**src/logic/des_pkg.sv**
```systemverilog
`default_nettype none

package des_pkg;

    // Index 0 is DES bit 1, the most significant bit
    typedef logic [0:63] des_block_t;
    typedef logic [0:63] des_key_t;    // Parity bits kept but unused
    typedef logic [0:31] des_half_t;
    typedef logic [0:47] des_subkey_t;

    typedef struct packed {
        des_block_t block;
        logic       decrypt;
    } des_result_t;

    localparam int DES_ROUNDS  = 16;
    localparam int QUEUE_DEPTH = 4;
    localparam int QPTR_W      = $clog2(QUEUE_DEPTH);
    localparam int QCOUNT_W    = $clog2(QUEUE_DEPTH + 1);

    // Box, row from outer bits, column from inner bits
    localparam logic [3:0] SBOX_TABLE [0:7][0:3][0:15] = '{
        '{
            '{14,  4, 13,  1,  2, 15, 11,  8,  3, 10,  6, 12,  5,  9,  0,  7},
            '{ 0, 15,  7,  4, 14,  2, 13,  1, 10,  6, 12, 11,  9,  5,  3,  8},
            '{ 4,  1, 14,  8, 13,  6,  2, 11, 15, 12,  9,  7,  3, 10,  5,  0},
            '{15, 12,  8,  2,  4,  9,  1,  7,  5, 11,  3, 14, 10,  0,  6, 13}
        },
        '{
            '{15,  1,  8, 14,  6, 11,  3,  4,  9,  7,  2, 13, 12,  0,  5, 10},
            '{ 3, 13,  4,  7, 15,  2,  8, 14, 12,  0,  1, 10,  6,  9, 11,  5},
            '{ 0, 14,  7, 11, 10,  4, 13,  1,  5,  8, 12,  6,  9,  3,  2, 15},
            '{13,  8, 10,  1,  3, 15,  4,  2, 11,  6,  7, 12,  0,  5, 14,  9}
        },
        '{
            '{10,  0,  9, 14,  6,  3, 15,  5,  1, 13, 12,  7, 11,  4,  2,  8},
            '{13,  7,  0,  9,  3,  4,  6, 10,  2,  8,  5, 14, 12, 11, 15,  1},
            '{13,  6,  4,  9,  8, 15,  3,  0, 11,  1,  2, 12,  5, 10, 14,  7},
            '{ 1, 10, 13,  0,  6,  9,  8,  7,  4, 15, 14,  3, 11,  5,  2, 12}
        },
        '{
            '{ 7, 13, 14,  3,  0,  6,  9, 10,  1,  2,  8,  5, 11, 12,  4, 15},
            '{13,  8, 11,  5,  6, 15,  0,  3,  4,  7,  2, 12,  1, 10, 14,  9},
            '{10,  6,  9,  0, 12, 11,  7, 13, 15,  1,  3, 14,  5,  2,  8,  4},
            '{ 3, 15,  0,  6, 10,  1, 13,  8,  9,  4,  5, 11, 12,  7,  2, 14}
        },
        '{
            '{ 2, 12,  4,  1,  7, 10, 11,  6,  8,  5,  3, 15, 13,  0, 14,  9},
            '{14, 11,  2, 12,  4,  7, 13,  1,  5,  0, 15, 10,  3,  9,  8,  6},
            '{ 4,  2,  1, 11, 10, 13,  7,  8, 15,  9, 12,  5,  6,  3,  0, 14},
            '{11,  8, 12,  7,  1, 14,  2, 13,  6, 15,  0,  9, 10,  4,  5,  3}
        },
        '{
            '{12,  1, 10, 15,  9,  2,  6,  8,  0, 13,  3,  4, 14,  7,  5, 11},
            '{10, 15,  4,  2,  7, 12,  9,  5,  6,  1, 13, 14,  0, 11,  3,  8},
            '{ 9, 14, 15,  5,  2,  8, 12,  3,  7,  0,  4, 10,  1, 13, 11,  6},
            '{ 4,  3,  2, 12,  9,  5, 15, 10, 11, 14,  1,  7,  6,  0,  8, 13}
        },
        '{
            '{ 4, 11,  2, 14, 15,  0,  8, 13,  3, 12,  9,  7,  5, 10,  6,  1},
            '{13,  0, 11,  7,  4,  9,  1, 10, 14,  3,  5, 12,  2, 15,  8,  6},
            '{ 1,  4, 11, 13, 12,  3,  7, 14, 10, 15,  6,  8,  0,  5,  9,  2},
            '{ 6, 11, 13,  8,  1,  4, 10,  7,  9,  5,  0, 15, 14,  2,  3, 12}
        },
        '{
            '{13,  2,  8,  4,  6, 15, 11,  1, 10,  9,  3, 14,  5,  0, 12,  7},
            '{ 1, 15, 13,  8, 10,  3,  7,  4, 12,  5,  6, 11,  0, 14,  9,  2},
            '{ 7, 11,  4,  1,  9, 12, 14,  2,  0,  6, 10, 13, 15,  3,  5,  8},
            '{ 2,  1, 14,  7,  4, 10,  8, 13, 15, 12,  9,  0,  3,  5,  6, 11}
        }
    };

    // Permutation entries are DES bit positions minus one
    localparam logic [5:0] IP_TABLE [0:63] = '{
        57, 49, 41, 33, 25, 17,  9,  1,
        59, 51, 43, 35, 27, 19, 11,  3,
        61, 53, 45, 37, 29, 21, 13,  5,
        63, 55, 47, 39, 31, 23, 15,  7,
        56, 48, 40, 32, 24, 16,  8,  0,
        58, 50, 42, 34, 26, 18, 10,  2,
        60, 52, 44, 36, 28, 20, 12,  4,
        62, 54, 46, 38, 30, 22, 14,  6
    };

    localparam logic [5:0] FP_TABLE [0:63] = '{
        39,  7, 47, 15, 55, 23, 63, 31,
        38,  6, 46, 14, 54, 22, 62, 30,
        37,  5, 45, 13, 53, 21, 61, 29,
        36,  4, 44, 12, 52, 20, 60, 28,
        35,  3, 43, 11, 51, 19, 59, 27,
        34,  2, 42, 10, 50, 18, 58, 26,
        33,  1, 41,  9, 49, 17, 57, 25,
        32,  0, 40,  8, 48, 16, 56, 24
    };

    localparam logic [5:0] E_TABLE [0:47] = '{
        31,  0,  1,  2,  3,  4,
         3,  4,  5,  6,  7,  8,
         7,  8,  9, 10, 11, 12,
        11, 12, 13, 14, 15, 16,
        15, 16, 17, 18, 19, 20,
        19, 20, 21, 22, 23, 24,
        23, 24, 25, 26, 27, 28,
        27, 28, 29, 30, 31,  0
    };

    localparam logic [5:0] P_TABLE [0:31] = '{
        15,  6, 19, 20, 28, 11, 27, 16,
         0, 14, 22, 25,  4, 17, 30,  9,
         1,  7, 23, 13, 31, 26,  2,  8,
        18, 12, 29,  5, 21, 10,  3, 24
    };

    localparam logic [5:0] PC1_TABLE [0:55] = '{
        56, 48, 40, 32, 24, 16,  8,
         0, 57, 49, 41, 33, 25, 17,
         9,  1, 58, 50, 42, 34, 26,
        18, 10,  2, 59, 51, 43, 35,
        62, 54, 46, 38, 30, 22, 14,
         6, 61, 53, 45, 37, 29, 21,
        13,  5, 60, 52, 44, 36, 28,
        20, 12,  4, 27, 19, 11,  3
    };

    // Indexes into the 56-bit C and D pair
    localparam logic [5:0] PC2_TABLE [0:47] = '{
        13, 16, 10, 23,  0,  4,
         2, 27, 14,  5, 20,  9,
        22, 18, 11,  3, 25,  7,
        15,  6, 26, 19, 12,  1,
        40, 51, 30, 36, 46, 54,
        29, 39, 50, 44, 32, 47,
        43, 48, 38, 55, 33, 52,
        45, 41, 49, 35, 28, 31
    };

    localparam logic [1:0] SHIFT_TABLE [0:15] = '{
        1, 1, 2, 2, 2, 2, 2, 2, 1, 2, 2, 2, 2, 2, 2, 1
    };

endpackage

`default_nettype wire

```
**src/logic/des_crypt_top.sv**
```systemverilog
`timescale 1ns/100ps
`default_nettype none

module des_crypt_top (
    input  logic                 clk,
    input  logic                 rst,
    input  logic                 start,
    input  logic                 decrypt,
    input  des_pkg::des_key_t    key,
    input  des_pkg::des_block_t  block_in,
    input  logic                 pop,
    output logic                 busy,
    output des_pkg::des_result_t result,
    output logic                 empty,
    output logic                 full,
    output logic                 overflow
);
    import des_pkg::*;

    logic        push;
    des_result_t push_data;  // Engine output word

    des_round_engine u_engine (
        .clk      (clk),
        .rst      (rst),
        .start    (start),
        .decrypt  (decrypt),
        .key      (key),
        .block_in (block_in),
        .busy     (busy),
        .push     (push),
        .result   (push_data)
    );

    des_result_queue u_queue (
        .clk       (clk),
        .rst       (rst),
        .push      (push),
        .push_data (push_data),
        .pop       (pop),
        .head      (result),
        .empty     (empty),
        .full      (full),
        .overflow  (overflow)
    );

endmodule

`default_nettype wire

```
**src/logic/des_key_schedule.sv**
```systemverilog
`timescale 1ns/100ps
`default_nettype none

module des_key_schedule (
    input  logic                 clk,
    input  logic                 rst,
    input  logic                 load,
    input  logic                 decrypt,
    input  des_pkg::des_key_t    key,
    input  logic                 step,
    input  logic [3:0]           round,
    output des_pkg::des_subkey_t subkey
);
    import des_pkg::*;

    logic [0:55] pc1_bits;
    logic [0:55] cd;
    logic [0:27] c_q;
    logic [0:27] d_q;
    logic        right_q;  // Rotate right when decrypting
    logic [1:0]  amount;

    function automatic logic [0:27] rotate(input logic [0:27] x, input logic [1:0] n,
                                           input logic to_right);
        if (to_right) begin
            return (x >> n) | (x << (28 - n));
        end
        return (x << n) | (x >> (28 - n));
    endfunction

    always_comb begin
        for (int i = 0; i < 56; i++) begin
            pc1_bits[i] = key[PC1_TABLE[i]];
        end
    end

    // Holding C(r+1) while encrypting, C(16-r) while decrypting
    assign amount = right_q ? SHIFT_TABLE[~round] : SHIFT_TABLE[round + 4'd1];

    always_ff @(posedge clk) begin
        if (rst) begin
            right_q <= 1'b0;
        end else if (load) begin
            right_q <= decrypt;
        end
    end

    always_ff @(posedge clk) begin
        if (load) begin
            if (decrypt) begin
                c_q <= pc1_bits[0:27];  // 28 total shifts bring C16 back to C0
                d_q <= pc1_bits[28:55];
            end else begin
                c_q <= rotate(pc1_bits[0:27], 2'd1, 1'b0);
                d_q <= rotate(pc1_bits[28:55], 2'd1, 1'b0);
            end
        end else if (step) begin
            c_q <= rotate(c_q, amount, right_q);
            d_q <= rotate(d_q, amount, right_q);
        end
    end

    assign cd = {c_q, d_q};

    always_comb begin
        for (int i = 0; i < 48; i++) begin
            subkey[i] = cd[PC2_TABLE[i]];
        end
    end

    // Engine only loads while idle
    a_load_step_excl: assert property (@(posedge clk) disable iff (rst) !(load && step));

endmodule

`default_nettype wire

```
**src/logic/des_result_queue.sv**
```systemverilog
`timescale 1ns/100ps
`default_nettype none

module des_result_queue (
    input  logic                 clk,
    input  logic                 rst,
    input  logic                 push,
    input  des_pkg::des_result_t push_data,
    input  logic                 pop,
    output des_pkg::des_result_t head,
    output logic                 empty,
    output logic                 full,
    output logic                 overflow
);
    import des_pkg::*;

    des_result_t         mem [QUEUE_DEPTH];
    logic [QPTR_W-1:0]   wr_ptr;
    logic [QPTR_W-1:0]   rd_ptr;
    logic [QCOUNT_W-1:0] count;
    logic                do_push;
    logic                do_pop;

    function automatic logic [QPTR_W-1:0] next_ptr(input logic [QPTR_W-1:0] p);
        return (p == QPTR_W'(QUEUE_DEPTH - 1)) ? '0 : p + 1'b1;
    endfunction

    assign empty   = (count == '0);
    assign full    = (count == QCOUNT_W'(QUEUE_DEPTH));
    assign head    = mem[rd_ptr];
    assign do_pop  = pop && !empty;
    assign do_push = push && (!full || pop);  // Full slot frees on same edge

    always_ff @(posedge clk) begin
        if (rst) begin
            wr_ptr   <= '0;
            rd_ptr   <= '0;
            count    <= '0;
            overflow <= 1'b0;
        end else begin
            overflow <= push && !do_push;
            if (do_push) begin
                wr_ptr <= next_ptr(wr_ptr);
            end
            if (do_pop) begin
                rd_ptr <= next_ptr(rd_ptr);
            end
            if (do_push && !do_pop) begin
                count <= count + 1'b1;
            end else if (do_pop && !do_push) begin
                count <= count - 1'b1;
            end
        end
    end

    always_ff @(posedge clk) begin
        if (do_push) begin
            mem[wr_ptr] <= push_data;
        end
    end

    a_count_bound: assert property (@(posedge clk) disable iff (rst)
        count <= QCOUNT_W'(QUEUE_DEPTH));

endmodule

`default_nettype wire

```
**src/logic/des_round_engine.sv**
```systemverilog
`timescale 1ns/100ps
`default_nettype none

module des_round_engine (
    input  logic                 clk,
    input  logic                 rst,
    input  logic                 start,
    input  logic                 decrypt,
    input  des_pkg::des_key_t    key,
    input  des_pkg::des_block_t  block_in,
    output logic                 busy,
    output logic                 push,
    output des_pkg::des_result_t result
);
    import des_pkg::*;

    localparam logic [3:0] LAST_ROUND = 4'(DES_ROUNDS - 1);

    des_half_t   l_q;
    des_half_t   r_q;
    logic        mode_q;
    logic [3:0]  round;
    logic        accept;
    des_subkey_t subkey;
    des_half_t   f_out;
    des_block_t  ip_block;
    des_block_t  preout;
    des_block_t  fp_block;

    assign accept = start && !busy;
    assign preout = {l_q ^ f_out, r_q};  // R16 L16 after the final swap

    always_comb begin
        for (int i = 0; i < 64; i++) begin
            ip_block[i] = block_in[IP_TABLE[i]];
            fp_block[i] = preout[FP_TABLE[i]];
        end
    end

    des_key_schedule u_key_schedule (
        .clk     (clk),
        .rst     (rst),
        .load    (accept),
        .decrypt (decrypt),
        .key     (key),
        .step    (busy),
        .round   (round),
        .subkey  (subkey)
    );

    des_round_function u_round_function (
        .right  (r_q),
        .subkey (subkey),
        .f_out  (f_out)
    );

    always_ff @(posedge clk) begin
        if (rst) begin
            busy  <= 1'b0;
            push  <= 1'b0;
            round <= '0;
        end else begin
            push <= 1'b0;
            if (accept) begin
                busy  <= 1'b1;
                round <= '0;
            end else if (busy) begin
                round <= round + 4'd1;
                if (round == LAST_ROUND) begin
                    busy <= 1'b0;
                    push <= 1'b1;
                end
            end
        end
    end

    always_ff @(posedge clk) begin
        if (accept) begin
            l_q    <= ip_block[0:31];
            r_q    <= ip_block[32:63];
            mode_q <= decrypt;
        end else if (busy) begin
            l_q <= r_q;
            r_q <= l_q ^ f_out;
        end
        if (busy && round == LAST_ROUND) begin
            result.block   <= fp_block;
            result.decrypt <= mode_q;
        end
    end

    a_push_pulse: assert property (@(posedge clk) disable iff (rst) push |=> !push);

    // Counter steps 0 to 15 without skipping while busy
    a_round_walk: assert property (@(posedge clk) disable iff (rst)
        busy && round != LAST_ROUND |=> busy && round == $past(round) + 4'd1);

endmodule

`default_nettype wire

```
**src/logic/des_round_function.sv**
```systemverilog
`timescale 1ns/100ps
`default_nettype none

module des_round_function (
    input  des_pkg::des_half_t   right,
    input  des_pkg::des_subkey_t subkey,
    output des_pkg::des_half_t   f_out
);
    import des_pkg::*;

    des_subkey_t expanded;
    des_subkey_t mixed;
    des_half_t   sbox_out;

    always_comb begin
        for (int i = 0; i < 48; i++) begin
            expanded[i] = right[E_TABLE[i][4:0]];  // 32 to 48 bit expansion
        end
    end

    assign mixed = expanded ^ subkey;

    des_sbox_bank u_sbox_bank (
        .din  (mixed),
        .dout (sbox_out)
    );

    always_comb begin
        for (int i = 0; i < 32; i++) begin
            f_out[i] = sbox_out[P_TABLE[i][4:0]];
        end
    end

endmodule

`default_nettype wire

```
**src/logic/des_sbox_bank.sv**
```systemverilog
`timescale 1ns/100ps
`default_nettype none

module des_sbox_bank (
    input  des_pkg::des_subkey_t din,
    output des_pkg::des_half_t   dout
);
    import des_pkg::*;

    for (genvar b = 0; b < 8; b++) begin : g_box
        logic [0:5] grp;
        logic [1:0] row;
        logic [3:0] col;

        assign grp = din[6*b +: 6];
        assign row = {grp[0], grp[5]};  // Outer bits
        assign col = grp[1:4];
        assign dout[4*b +: 4] = SBOX_TABLE[b][row][col];
    end

endmodule

`default_nettype wire

```
**config.mk**
```make
export PLATFORM = sky130hd
export DESIGN_NAME = des_crypt_top
export DESIGN_NICKNAME = d
export VERILOG_FILES = /design/src/logic/des_pkg.sv /design/src/logic/des_crypt_top.sv /design/src/logic/des_key_schedule.sv /design/src/logic/des_result_queue.sv /design/src/logic/des_round_engine.sv /design/src/logic/des_round_function.sv /design/src/logic/des_sbox_bank.sv
export SDC_FILE = /design/constraint.sdc
export NUM_CORES = 1
export LEC_CHECK = 0
export ABC_AREA = 1
export BUFFER_PORTS_ARGS = -buffer_cell sky130_fd_sc_hd__buf_2
export CELL_PAD_IN_SITES_DETAIL_PLACEMENT = 1
export CELL_PAD_IN_SITES_GLOBAL_PLACEMENT = 2
export CORE_MARGIN = 5
export CORE_UTILIZATION = 37
export DETAILED_ROUTE_END_ITERATION = 10
export PLACE_DENSITY = 0.81
export SYNTH_ARGS = -nofsm -noshare
export SYNTH_HDL_FRONTEND = slang
export SYNTH_SLANG_ARGS = --single-unit
```
**constraint.sdc**
```tcl
create_clock -name clk -period 5 [get_ports clk]
set_input_delay 0.5 -clock clk [delete_from_list [all_inputs] [get_ports clk]]
set_output_delay 0.5 -clock clk [all_outputs]
set_load 0.02 [all_outputs]
```
==> impl_metrics.json <==
{
  "grt_max_degree": 83,
  "routed_via_density": 5.43,
  "setup_tns_ps": 0,
  "ys_warn_count": 0,
  "grt_pass1_wl_mm": 143,
  "multi_input_area_mm2": 0.0114,
  "required_ps": 4500,
  "tritoncts": "built",
  "gp_congestion": 0.897,
  "grt-ovfl-total": 0,
  "timing.final.max_slew_violations": 0,
  "max_slew_margin_pct": 24.3,
  "final_util_pct": 42.1,
  "clk_pin_slew_worst_paths_ps": 60,
  "cts-htree-levels": 2,
  "netlist_area_mm2": 0.0265,
  "seqCellArea_mm2": 0.0137,
  "min_to": "u_engine.r_q[25]",
  "critPathKind": "flip-flop to output pin",
  "avgSynthCellArea_um2": 8.44,
  "yosys.area.top_type_share_pct": 50.5,
  "nets": 3485,
  "synthCells": 3143,
  "synth_seq_cells": 463,
  "finalCritPeriodShare_pct": 73.5,
  "yosys-top-cells-area": "edfxtp_1, nand2_1, nand3_1, o21ai_0, ha_1",
  "cts_resized": 0,
  "finalSetupViolations": 0,
  "dp_hpwl_mm": 66.3,
  "synth_cell_types": 36,
  "dr.pass1.iters": 5,
  "die_x_um": 278,
  "initial_core_util_pct": 37.2,
  "powerDensity_mw_per_mm2": 678,
  "finalHoldViolCount": 0,
  "fin_skew_ps": 37.0,
  "antenna_found_initial": 3,
  "io_buffers": 193,
  "min-delay-start": "block_in[55]",
  "postCtsSetupBuffers": 0,
  "drt-wirelength-per-cell_um": 21.9,
  "hp-class": "primary input to flip-flop",
  "die_area_mm2": 0.0771,
  "r2r_end": "u_engine.u_key_schedule.c_q[2]",
  "cts_root_buf": "clkbuf_16",
  "worstMarginPinSlew_ps": 1130,
  "drt_iter0_drc": 1506,
  "holdBufCountCts": 0,
  "syn_to_final_growth_pct": 13.2,
  "r2r_cells": 14,
  "timing.rr.start": "u_engine.round[0]",
  "p_leak_nw": 12.7,
  "hold_depth": 3,
  "clk_latency_ps": 620,
  "rsz0062_at_grt": "no",
  "critPathSlowestCell": "clkinv_2",
  "dr_total_vias": 23172,
  "grt_usage_pct": 23.4,
  "crit_path_end_kind": "output pin",
  "path_cells": "clkinv_2 -> buf_12 -> o21ai_0 -> o22ai_1 -> buf_2",
  "slowest_delay_ps": 730,
  "cp_max_fo": 78,
  "drc": 0,
  "fin_hold_ws_ps": 156,
  "rows": 98,
  "die_h_um": 278,
  "startpoint_type": "flip-flop",
  "ff2ff_setup_slack_ps": 1350,
  "drive_above_1_share_pct": 10.3,
  "max-cap-violations": 0,
  "postRouteAntennaNets": 0,
  "coreArea_mm2": 0.0712,
  "clockBufferDepth": 3,
  "status": "finished clean",
  "fmax_ghz": 0.272,
  "fin_crit_ps": 3670,
  "fill_cells": 8439,
  "grt_pass1_vias": 23926,
  "clkSinkCount": 463,
  "syn-num-nets": 3351,
  "numCtsBuffers": 53,
  "p_total_mw": 20.4,
  "peakVddDrop_uv": 337,
  "wirelength_mm": 93.6,
  "io-pin-count": 202,
  "synth.largest_area_cell": "edfxtp_1",
  "ys_seq_area_share_pct": 51.8,
  "arrival_ps": 3170
}
cell families after synthesis:
logic type      count (synthesis)  share of synthesized area (%)
simple gates                 1799                           28.9
flops                         463                           51.8
compound gates                410                           8.50
buf+inv                       344                           5.45
fa+ha+maj                      75                           3.57
xor+xnor                       52                           1.75
per-stage QoR:
| step | instances | setup slack (ps) | instance area, µm² |
|---|---|---|---|
| 2_1_floorplan | 3143 | 972 | 26500 |
| 3_3_place_gp | 4172 | 1480 | 28300 |
| 3_5_place_dp | 4172 | 1380 | 28300 |
| 4_1_cts | 4268 | 1270 | 30000 |
| 5_1_grt | 4268 | 1060 | 30000 |
| 6_report | 4269 | 1330 | 30000 |
registers in the layout, summed over array words and instances, names as in the netlist, 3 cells and up, named ones only:
register and cells:
u_queue.mem 260, u_engine.l_q 32, u_engine.round 4, u_queue.count 3, u_engine.u_key_schedule.c_q 28, u_engine.u_key_schedule.d_q 28
u_engine.result 65, u_engine.r_q 32
per-layer routing:
layer / wire [µm] / share of wire (%) / track usage, % / vias to the layer above
met5: 24 / 0.026 / 0 / -
met4: 2680 / 2.9 / 6.54 / 4
met3: 4490 / 4.8 / 3.47 / 120
met2: 44500 / 48 / 39.6 / 535
met1: 41800 / 45 / 31.3 / 11444
li1: - / - / - / 11069
worst max-delay path by stage:
stage | startpoint | to | slack (ps) | cells past startpoint
2_1_floorplan | u_queue.count[0] | u_queue.mem[0][0] | 970 | 4
3_3_place_gp | u_engine.round[0] | u_engine.u_key_schedule.c_q[2] | 1480 | 14
3_5_place_dp | u_engine.round[0] | u_engine.u_key_schedule.c_q[2] | 1380 | 14
4_1_cts | flip-flop | result[20] | 1270 | 5
5_1_grt | flip-flop | result[20] | 1060 | 5
6_report | flip-flop | result[20] | 1330 | 5
power breakdown:
part,leakage (nW),internal (mW),switching [mW],total [mW]
logic,7.57,3.34,7.52,10.9
clock network,0.822,2.20,1.64,3.83
registers,4.29,4.90,0.761,5.66
synth_stat cells (all sizes together):
library cell,instances
nand2,944
nand3,610
edfxtp,446
o21ai,240
nor2,198
inv,188
clkbuf,80
buf,76
ha,74
o22ai,65
a21oi,57
o211ai,42
xnor2,35
and2,26
dfxtp,17
xor2,17
nand3b,9
nand4,4
nor3,4
or2,4
a211oi,2
a21o,1
a31oi,1
fa,1
o211a,1
o21bai,1
worst max-delay path, delay by kind of cell, from the launching register on:
family	cells	cell delay, ps
buffers and inverters	3	1370
DFF	1	690
AOI/OAI and AO/OA	2	430
layout make-up:
class                   instances  area share [%]
flip-flops and latches        463            45.8
multi-input cells            2336            37.9
clock buffers                  67            4.66
repair buffers                235            4.39
well taps                     950            3.96
inverters                     188            2.37
clock inverters                29           0.963
diodes                          1         0.00833
placed cells by master, fill, tap and decap left out, types with 2 or more instances in the layout:
cell type,n
clkbuf_1,12
clkinv_2,10
nand3_1,609
inv_6,3
nand2_2,5
xnor2_1,34
nor2_1,192
a21oi_1,57
buf_4,39
and2_1,26
ha_1,74
o211ai_1,42
clkinvlp_4,3
o22ai_1,65
o21ai_0,223
clkbuf_8,2
xor2_1,17
a211oi_1,2
nand3b_1,9
bufinv_16,4
edfxtp_1,446
inv_4,2
or2_2,4
nand2_4,2
inv_1,178
clkbuf_16,53
dfxtp_1,15
nor2_4,5
inv_16,2
nand2_1,937
buf_2,193
inv_2,7
o21ai_1,17
clkinv_1,7
nor3_1,4
buf_12,3
nand4_1,4
(Power assumes the default switching activity.)
